$ cat src/hw/gpio_pkg.sv
// ------------------------------
// gpio lite shared definitions
// bus widths, register map, pin limit
// ------------------------------

`default_nettype none

package gpio_pkg;

   // ------------------------------
   // apb bus widths
   // ------------------------------
   localparam int unsigned apb_addr_w = 6;    // paddr, byte offsets
   localparam int unsigned apb_data_w = 32;   // pwdata / prdata

   // ------------------------------
   // pin limit and register word
   // ------------------------------
   localparam int unsigned max_pins   = 16;        // widest supported block
   localparam int unsigned reg_data_w = max_pins;  // internal register word

   // ------------------------------
   // register map, byte offsets
   // ------------------------------
   // dir: 1 = output, 0 = input
   localparam logic [apb_addr_w-1:0] reg_dir      = 6'h00;
   localparam logic [apb_addr_w-1:0] reg_out      = 6'h04;  // output data
   localparam logic [apb_addr_w-1:0] reg_in       = 6'h08;  // synced pin value, ro
   localparam logic [apb_addr_w-1:0] reg_int_mask = 6'h0C;  // 1 = irq enabled
   // 1 = rising, 0 = falling
   localparam logic [apb_addr_w-1:0] reg_int_pol  = 6'h10;
   // sticky, write 1 clears
   localparam logic [apb_addr_w-1:0] reg_int_stat = 6'h14;

   // anything else in the window reads 0
   // and ignores writes

endpackage

`default_nettype wire

$ cat src/hw/gpio_in_sync.sv
// ------------------------------
// gpio input synchronizer
// two flops plus delayed copy for edges
// ------------------------------

`timescale 1ns/1ps
`default_nettype none

module gpio_in_sync #(
   parameter int unsigned num_pins = 16
) (
   input  wire                 pclk,
   input  wire                 rst_n,
   input  wire [num_pins-1:0]  pin_in,    // async pin level
   output logic [num_pins-1:0] in_sync,   // second stage
   output logic [num_pins-1:0] in_prev    // in_sync one cycle late
);

   logic [num_pins-1:0] meta;   // first stage, may go metastable

   always_ff @(posedge pclk or negedge rst_n)
   begin
      if (!rst_n)
      begin
         meta    <= '0;
         in_sync <= '0;
         in_prev <= '0;
      end
      else
      begin
         meta    <= pin_in;
         in_sync <= meta;      // safe to use from here on
         in_prev <= in_sync;   // edge reference
      end
   end

endmodule

`default_nettype wire

$ cat src/hw/gpio_irq.sv
// ------------------------------
// gpio interrupt unit
// edge detect, sticky status, masking
// ------------------------------

`timescale 1ns/1ps
`default_nettype none

module gpio_irq #(
   parameter int unsigned num_pins = 16
) (
   input  wire                 pclk,
   input  wire                 rst_n,
   input  wire [num_pins-1:0]  in_sync,
   input  wire [num_pins-1:0]  in_prev,
   input  wire [num_pins-1:0]  int_pol,    // 1 rising, 0 falling
   input  wire [num_pins-1:0]  int_mask,   // 1 passes status to irq
   input  wire [num_pins-1:0]  stat_clr,   // w1c pulse
   output logic [num_pins-1:0] int_stat,
   output logic [num_pins-1:0] interrupt
);

   logic [num_pins-1:0] rise;
   logic [num_pins-1:0] fall;
   logic [num_pins-1:0] edge_hit;   // edge of selected polarity

   // ------------------------------
   // edge detect
   // ------------------------------
   assign rise     = in_sync & ~in_prev;
   assign fall     = ~in_sync & in_prev;
   assign edge_hit = (rise & int_pol) | (fall & ~int_pol);

   // sticky status, set beats clear in same cycle
   // sets regardless of mask
   always_ff @(posedge pclk or negedge rst_n)
   begin
      if (!rst_n)
      begin
         int_stat <= '0;
      end
      else
      begin
         int_stat <= (int_stat & ~stat_clr) | edge_hit;
      end
   end

   assign interrupt = int_stat & int_mask;   // masked view to top

endmodule

`default_nettype wire

$ cat src/hw/gpio_regs.sv
// ------------------------------
// gpio register file
// dir, out, mask, pol, w1c decode, read capture
// ------------------------------

`timescale 1ns/1ps
`default_nettype none

module gpio_regs #(
   parameter int unsigned num_pins = 16
) (
   input  wire                             pclk,
   input  wire                             rst_n,
   input  wire                             read,
   input  wire                             write,
   input  wire [gpio_pkg::apb_addr_w-1:0]  addr,
   input  wire [gpio_pkg::reg_data_w-1:0]  wdata,
   input  wire [num_pins-1:0]              in_sync,    // for reg_in
   input  wire [num_pins-1:0]              int_stat,   // for reg_int_stat
   output logic [gpio_pkg::reg_data_w-1:0] rdata,      // held until next read
   output logic [num_pins-1:0]             dir,
   output logic [num_pins-1:0]             out_data,
   output logic [num_pins-1:0]             int_mask,
   output logic [num_pins-1:0]             int_pol,
   output logic [num_pins-1:0]             stat_clr    // one cycle, per pin
);

   import gpio_pkg::*;

   logic [num_pins-1:0]   wr_bits;   // writable slice of wdata
   logic [reg_data_w-1:0] rd_word;   // mux out, zero above num_pins

   assign wr_bits = wdata[num_pins-1:0];   // upper bits dropped

   // ------------------------------
   // writable registers
   // ------------------------------
   always_ff @(posedge pclk or negedge rst_n)
   begin
      if (!rst_n)
      begin
         dir      <= '0;   // all inputs
         out_data <= '0;
         int_mask <= '0;
         int_pol  <= '0;
      end
      else if (write)
      begin
         case (addr)
            reg_dir      : dir      <= wr_bits;
            reg_out      : out_data <= wr_bits;
            reg_int_mask : int_mask <= wr_bits;
            reg_int_pol  : int_pol  <= wr_bits;
            default      : ;   // ro / unmapped, ignore
         endcase
      end
   end

   // w1c pulse to irq unit, only on status writes
   assign stat_clr = (write && (addr == reg_int_stat)) ? wr_bits : '0;

   // ------------------------------
   // read path
   // ------------------------------
   always_comb
   begin
      rd_word = '0;
      case (addr)
         reg_dir      : rd_word[num_pins-1:0] = dir;
         reg_out      : rd_word[num_pins-1:0] = out_data;
         reg_in       : rd_word[num_pins-1:0] = in_sync;
         reg_int_mask : rd_word[num_pins-1:0] = int_mask;
         reg_int_pol  : rd_word[num_pins-1:0] = int_pol;
         reg_int_stat : rd_word[num_pins-1:0] = int_stat;
         default      : rd_word = '0;   // unmapped reads 0
      endcase
   end

   // captured in setup phase, valid through access
   always_ff @(posedge pclk or negedge rst_n)
   begin
      if (!rst_n)
      begin
         rdata <= '0;
      end
      else if (read)
      begin
         rdata <= rd_word;
      end
   end

endmodule

`default_nettype wire

$ cat src/hw/gpio_lite_subunit.sv
// ------------------------------
// gpio pin-side core
// regs, input sync, irq, pin drive
// ------------------------------

`timescale 1ns/1ps
`default_nettype none

module gpio_lite_subunit #(
   parameter int unsigned num_pins = 16
) (
   input  wire                             pclk,
   input  wire                             rst_n,
   input  wire                             read,      // setup phase strobe
   input  wire                             write,     // access phase strobe
   input  wire [gpio_pkg::apb_addr_w-1:0]  addr,
   input  wire [gpio_pkg::reg_data_w-1:0]  wdata,
   input  wire [num_pins-1:0]              pin_in,
   input  wire [num_pins-1:0]              tri_state_enable,
   output logic [gpio_pkg::reg_data_w-1:0] rdata,
   output logic [num_pins-1:0]             interrupt,  // per pin, masked
   output logic [num_pins-1:0]             pin_out,
   output logic [num_pins-1:0]             pin_oe_n
);

   // sync to irq / regs
   logic [num_pins-1:0] in_sync;
   logic [num_pins-1:0] in_prev;
   // register outputs
   logic [num_pins-1:0] dir;
   logic [num_pins-1:0] out_data;
   logic [num_pins-1:0] int_mask;
   logic [num_pins-1:0] int_pol;
   // status loop between regs and irq
   logic [num_pins-1:0] int_stat;
   logic [num_pins-1:0] stat_clr;

   // ------------------------------
   // pin drive
   // ------------------------------
   assign pin_out  = out_data;
   // float when input or tri-stated
   assign pin_oe_n = ~dir | tri_state_enable;

   gpio_in_sync #(.num_pins(num_pins)) i_gpio_in_sync (
      .pclk    (pclk),
      .rst_n   (rst_n),
      .pin_in  (pin_in),
      .in_sync (in_sync),
      .in_prev (in_prev)
   );

   gpio_regs #(.num_pins(num_pins)) i_gpio_regs (
      .pclk     (pclk),
      .rst_n    (rst_n),
      .read     (read),
      .write    (write),
      .addr     (addr),
      .wdata    (wdata),
      .in_sync  (in_sync),
      .int_stat (int_stat),
      .rdata    (rdata),
      .dir      (dir),
      .out_data (out_data),
      .int_mask (int_mask),
      .int_pol  (int_pol),
      .stat_clr (stat_clr)
   );

   gpio_irq #(.num_pins(num_pins)) i_gpio_irq (
      .pclk      (pclk),
      .rst_n     (rst_n),
      .in_sync   (in_sync),
      .in_prev   (in_prev),
      .int_pol   (int_pol),
      .int_mask  (int_mask),
      .stat_clr  (stat_clr),
      .int_stat  (int_stat),
      .interrupt (interrupt)
   );

endmodule

`default_nettype wire

$ cat src/hw/gpio_lite.sv
// ------------------------------
// gpio lite top level
// apb slave for up to 16 pins, one irq line
// ------------------------------

`timescale 1ns/1ps
`default_nettype none

module gpio_lite #(
   parameter int unsigned num_pins = 16              // pins in use, 1..16
) (
   input  wire                             pclk,     // apb clock
   input  wire                             rst_n,    // async, active low
   // apb slave
   input  wire                             psel,
   input  wire                             penable,
   input  wire                             pwrite,
   input  wire [gpio_pkg::apb_addr_w-1:0]  paddr,
   input  wire [gpio_pkg::apb_data_w-1:0]  pwdata,
   output logic [gpio_pkg::apb_data_w-1:0] prdata,
   // pins
   input  wire [num_pins-1:0]              gpio_pin_in,
   input  wire [num_pins-1:0]              tri_state_enable,  // 1 forces pin to float
   output logic [num_pins-1:0]             gpio_pin_out,
   output logic [num_pins-1:0]             n_gpio_pin_oe,     // active low
   output logic                            gpio_int           // combined irq
);

   import gpio_pkg::*;

   logic                  write;       // access phase write
   logic                  read;        // setup phase read
   logic [reg_data_w-1:0] rdata;       // captured read word from core
   logic [num_pins-1:0]   irq_vec;     // per pin masked status

   // ------------------------------
   // apb phase decode
   // ------------------------------
   assign write = psel & penable & pwrite;
   // read fires in setup so prdata is ready for access
   assign read  = psel & ~penable & ~pwrite;

   // upper half of prdata always zero
   assign prdata = {{(apb_data_w-reg_data_w){1'b0}}, rdata};

   assign gpio_int = |irq_vec;   // any unmasked pin

   // pin-side core
   gpio_lite_subunit #(
      .num_pins         (num_pins)
   ) i_gpio_lite_subunit (
      .pclk             (pclk),
      .rst_n            (rst_n),
      .read             (read),
      .write            (write),
      .addr             (paddr),
      .wdata            (pwdata[reg_data_w-1:0]),   // low half only
      .pin_in           (gpio_pin_in),
      .tri_state_enable (tri_state_enable),
      .rdata            (rdata),
      .interrupt        (irq_vec),
      .pin_out          (gpio_pin_out),
      .pin_oe_n         (n_gpio_pin_oe)
   );

endmodule

`default_nettype wire

$ cat config.mk
export PLATFORM = sky130hd
export DESIGN_NAME = gpio_lite
export DESIGN_NICKNAME = d
export VERILOG_FILES = /design/src/hw/gpio_pkg.sv /design/src/hw/gpio_in_sync.sv /design/src/hw/gpio_irq.sv /design/src/hw/gpio_regs.sv /design/src/hw/gpio_lite_subunit.sv /design/src/hw/gpio_lite.sv
export SDC_FILE = /design/constraint.sdc
export NUM_CORES = 1
export LEC_CHECK = 0
export ABC_AREA = 1
export BUFFER_PORTS_ARGS = -buffer_cell sky130_fd_sc_hd__buf_4
export CORE_ASPECT_RATIO = 1.75
export CORE_MARGIN = 2
export CORE_UTILIZATION = 47
export CTS_BUF_LIST = sky130_fd_sc_hd__clkbuf_16
export DETAILED_ROUTE_END_ITERATION = 8
export HOLD_SLACK_MARGIN = 0.05
export PLACE_DENSITY = 0.73
export SYNTH_ARGS = -nofsm -noshare
export SYNTH_HDL_FRONTEND = slang
export SYNTH_SLANG_ARGS = --single-unit
$ cat constraint.sdc
create_clock -name pclk -period 0.9 [get_ports pclk]
set_clock_uncertainty 0.1 [all_clocks]
set_input_delay 0.09 -clock pclk [delete_from_list [all_inputs] [get_ports pclk]]
set_output_delay 0.09 -clock pclk [all_outputs]
set_load 0.005 [all_outputs]
---- Word-level counts from Yosys, hierarchy flattened ----
Index checks and enable logic that the tools add are counted.
cells by class
  eq/ne operators ......................... 5
  muxes and demuxes ....................... 2
  bitwise operators ....................... 20
  reduce and logical (&&, ||, !) cells .... 7
operator list
  operator              number
  $and A16 B16 Y16      6
  $pmux W16 S6          1
  $not A16 Y16          5
  $or A16 B16 Y16       3
  $mux W16              1
  $reduce_or A16 Y1     1
  $eq A6 B4 Y1 const B  2
  $eq A6 B5 Y1 const B  2
  $reduce_and A2 Y1     4
  $eq A6 B3 Y1 const B  1
  $logic_not A6 Y1      1
  $and A1 B1 Y1         4
  $not A1 Y1            2
  $logic_and A1 B1 Y1   1
storage, ports and cells
  flip-flop bits (word level) ............. 144
  input port bits ......................... 75
  output and inout bits ................... 65
  logic and storage cells ................. 43

---- Depth between registers and ports, before layout ----
  depth after elaboration ................. 7
  gate-level depth with buffers ........... 8
  depth with buffers taken out ............ 7

---- Hierarchy ----
A second synthesis with hierarchy kept.
second synthesis, totals
  cell total of the unflattened synthesis .. 803
  area total of the unflattened synthesis .. 6586.3 µm²
modules (own cells, without submodules)
  module             times used  cells each  area each (µm²)  seq. area each (µm²)
  gpio_regs          1           511         4007.6           2001.9
  gpio_in_sync       1           48          1201.2           1201.2
  gpio_irq           1           176         1061.0           400.4
  gpio_lite          1           36          196.4            0.0
  gpio_lite_subunit  1           32          120.1            0.0

---- Worst setup path after synthesis ----
Ideal clock, no wire load.
  path kind ............................... in2reg
  from .................................... input paddr[0] (netlist bit)
  to ...................................... register i_gpio_lite_subunit.i_gpio_irq.int_stat[10]
  setup time .............................. 0.132 ns
  arrival ................................. 0.901 ns
  data required time ...................... 0.668 ns
  path slack .............................. -0.233 ns
  stages on the path ...................... 7
  buffers on the path ..................... 1
  path through ............................ inv_1 -> nand2_2 -> nor2_8 -> nand3_2 -> buf_2 -> o21ai_1 -> o211ai_1
on the way
  word-level cells in the longest chain between the ends .. 6
RTL lines
  item                  line             RTL
  from (decl)           gpio_lite.sv:18  input wire [gpio_pkg::apb_addr_w-1:0] paddr,
  $eq A6 B5 Y1          gpio_regs.sv:60  assign stat_clr = (write && (addr == reg_int_stat)) ? wr_bits : '0;
  $logic_and A1 B1 Y1   gpio_regs.sv:60
  $mux W16              gpio_regs.sv:60
  $not A16 Y16          gpio_irq.sv:44   int_stat <= (int_stat & ~stat_clr) | edge_hit;
  $and A16 B16 Y16      gpio_irq.sv:44
  $or A16 B16 Y16       gpio_irq.sv:44
  to (signal assigned)  gpio_irq.sv:44
  to (decl)             gpio_irq.sv:19   output logic [num_pins-1:0] int_stat,
No other way between the ends.
A chain may end at the register's enable or synchronous reset.

---- Worst setup path in the final report ----
  from .................................... register i_gpio_lite_subunit.i_gpio_regs.int_mask[5]
  to ...................................... output gpio_int
on the way
  word-level cells in the longest chain between the ends .. 2
RTL lines
  item                    line             RTL
  from (decl)             gpio_regs.sv:23  output logic [num_pins-1:0] int_mask,
  from (signal assigned)  gpio_regs.sv:52  reg_int_mask : int_mask <= wr_bits;
  $and A16 B16 Y16        gpio_irq.sv:48   assign interrupt = int_stat & int_mask;
  $reduce_or A16 Y1       gpio_lite.sv:46  assign gpio_int = |irq_vec;
  to (decl)               gpio_lite.sv:26  output logic gpio_int
No other way between the ends.

==> results.cfg <==
[clocking]
clock-sinks = 144
hold_buffers = 37
clk_latency_ps = 420
clockBufferDepth = 2
cts_tree = yes
clk_pin_slew_worst_paths_ps = 70
cts-root-buf = clkbuf_16
cts_buffers = 17
h-tree-depth = 4

[logic_synthesis]
synth_top_area_cell = dfrtp_1
synth_cell_types = 27
yosysWarnings = 0
synth_area_per_cell_um2 = 8.943
ys_seq_area_frac = 0.5651
synth_top_area_share = 0.5651
netlist_instances = 713
synth_area_um2 = 6376
synth_seq_cells = 144
synth.area.top_cells = dfrtp_1 (57%), nand2_1 (10%), nand4_1 (5.5%)

[route]
drt-wirelength-per-cell_um = 19.99
drt_iter0_drc = 641
detail-route-antenna-nets = 0
totalWireLength_um = 23910
avgViaCountPerCell = 5.701
vias = 6818
first_pass_iters = 6
drc = 0

[worst_setup_path]
reg2reg_from = i_gpio_lite_subunit.i_gpio_regs.dir[3]
path_common_cell = nand2_1
slowest_stage = dfrtp_1
startpoint_type = flip-flop
worst-path-max-fanout = 2
reg2reg_setup_slack_ps = -270
worstPathRequired_ps = 710
crit_family = flip-flops
cp.depth = 5
timing.rr.end = i_gpio_lite_subunit.i_gpio_regs.rdata[3]
crit_type = reg -> out
critical_path.max_stage_delay_ps = 410
endpoint_kind = primary output
r2r_cells = 5
crit_chain = nand2_1 > nand2_1 > a221oi_2 > nand3_1 > buf_4
cp.arrival_ps = 1530
path_buf_inv = 1

[die]
die_w_um = 92.05
initial_utilization = 0.4789
rows = 56
dieArea_um2 = 14550
core_um2 = 13310
fp.dieH_um = 158.1
io_pins = 140

[final_layout]
syn2layout_area_growth_pct = 70.21
antenna_cells = 0
drive_above_1_share = 0.4550
final_common_cell = buf_6
nets = 1084
final_cell_mix = buf_6 (145), dfrtp_1 (143), nand2_1 (125)

[global_routing]
overflow = 0
grt_pass1_vias = 6715
antenna_found_initial = 0
grt_pass1_wl_um = 34060
grt_usage = 0.3043
grt_max_degree = 34

[power]
p_comb_frac = 0.165
total_power_mw = 17.29
p_per_area_nw_per_um2 = 1593
leakagePower_nw = 5.207
seqPwrFrac = 0.413
switching_share = 0.2621
ir_worst_vdd_mv = 1.510
p_clk_frac = 0.422
p_int_mw = 12.76
p_switching_mw = 4.532

[sta]
drv_slew = 0
finalHoldViolCount = 6
finalCritPeriodShare = 1.906
holdWs_ps = -4.556
setup_viol = 97
period_needed_ps = 1716
layout_setup_ws_ps = -815.8
rsz0062_at_grt = yes
fmax_mhz = 582.8

[place]
gp_congestion = 0.8849
hpwl_um = 12980
io_buffers = 107
dp_slack_ps = -500.7

[outcome]
outcome = finished with violations
violations = negative hold slack, negative setup slack

[worst_hold_path]
hold_class = in -> async

[job]
max_cap_violations = 0
[cell usage after synthesis (all sizes together)]
cell,n
nand3,45
nand2,178
a21oi,16
dfrtp,144
conb,1
clkbuf,8
o211ai,16
inv,43
a221oi,2
o21ai,80
a22o,1
buf,44
nor2,76
nand4,57
nor3,2
[cells by family after synthesis]
logic type             count (synthesis)  synth area share
DFF                                  144            0.5651
buffers and inverters                 95           0.07653
AOI/OAI and AO/OA                    115           0.09831
and+or+nand+nor                      358            0.2594
other                                  1         0.0005881
[repair_timing]
| action | CTS | global route |
|---|---|---|
| pin swaps | 68 | 72 |
| endpoints found under the setup margin | 82 | 132 |
| gates cloned | 1 | 0 |
| hold endpoints to repair | 235 | 21 |
| setup buffers | 40 | 31 |
| gates resized for setup | 190 | 161 |
[metal layers]
layer,track usage,share of wire,routed length (um),vias up
met5,0,0,0,-
met4,0.1578,0.044,1054,0
met3,0.05712,0.069,1652,109
met2,0.5396,0.53,12630,405
met1,0.3480,0.36,8575,3325
li1,-,-,-,2979
[cell type report]
| class | instances | area (um2) |
|---|---|---|
| clock buffer | 17 | 425.4 |
| clock inverter | 15 | 180.2 |
| fill | 684 | 2460 |
| inverter | 43 | 198.9 |
| multi-input combinational | 490 | 2952 |
| sequential | 144 | 3605 |
| tap | 174 | 217.7 |
| timing repair buffer | 313 | 3274 |
[stage by stage]
step	utilization	std cells	area, um2	TNS, ps
2_1_floorplan	-	728	6605	-11700
3_3_place_gp	0.6272	1077	8349	-31930
3_5_place_dp	0.6272	1077	8349	-33920
4_1_cts	0.7691	1179	10240	-18620
5_1_grt	0.8152	1196	10850	-23540
6_report	0.8152	1196	10850	-20790
[power groups by stage]
stage          logic, mW  clock network, mW  registers [mW]
4_1_cts             2.49               7.30            7.11
3_3_place_gp        1.89                  0            7.17
6_report            2.85               7.29            7.15
2_1_floorplan      0.727                  0            7.17
3_5_place_dp        1.93                  0            7.19
5_1_grt             3.03               7.65            7.17
[flip-flops by register name, indices dropped and copies added, names as in the netlist]
name and count:
i_gpio_lite_subunit.i_gpio_regs.int_pol 16, i_gpio_lite_subunit.i_gpio_in_sync.in_sync 16, i_gpio_lite_subunit.i_gpio_in_sync.in_prev 16, i_gpio_lite_subunit.i_gpio_in_sync.meta 16
i_gpio_lite_subunit.i_gpio_regs.rdata 16, i_gpio_lite_subunit.i_gpio_regs.dir 16, i_gpio_lite_subunit.i_gpio_regs.out_data 16, i_gpio_lite_subunit.i_gpio_irq.int_stat 16
i_gpio_lite_subunit.i_gpio_regs.int_mask 16
[how the worst max path moves through the flow]
stage	start	to	slack [ps]
detailed placement	paddr[1]	i_gpio_lite_subunit.i_gpio_irq.int_stat[4]	-500
finish	i_gpio_lite_subunit.i_gpio_regs.int_mask[5]	gpio_int	-820
floorplan	psel	i_gpio_lite_subunit.i_gpio_regs.dir[10]	-160
global route	i_gpio_lite_subunit.i_gpio_regs.int_mask[13]	gpio_int	-890
CTS	i_gpio_lite_subunit.i_gpio_irq.int_stat[8]	gpio_int	-800
global placement	paddr[1]	i_gpio_lite_subunit.i_gpio_irq.int_stat[3]	-440
(Power assumes the default switching activity.)
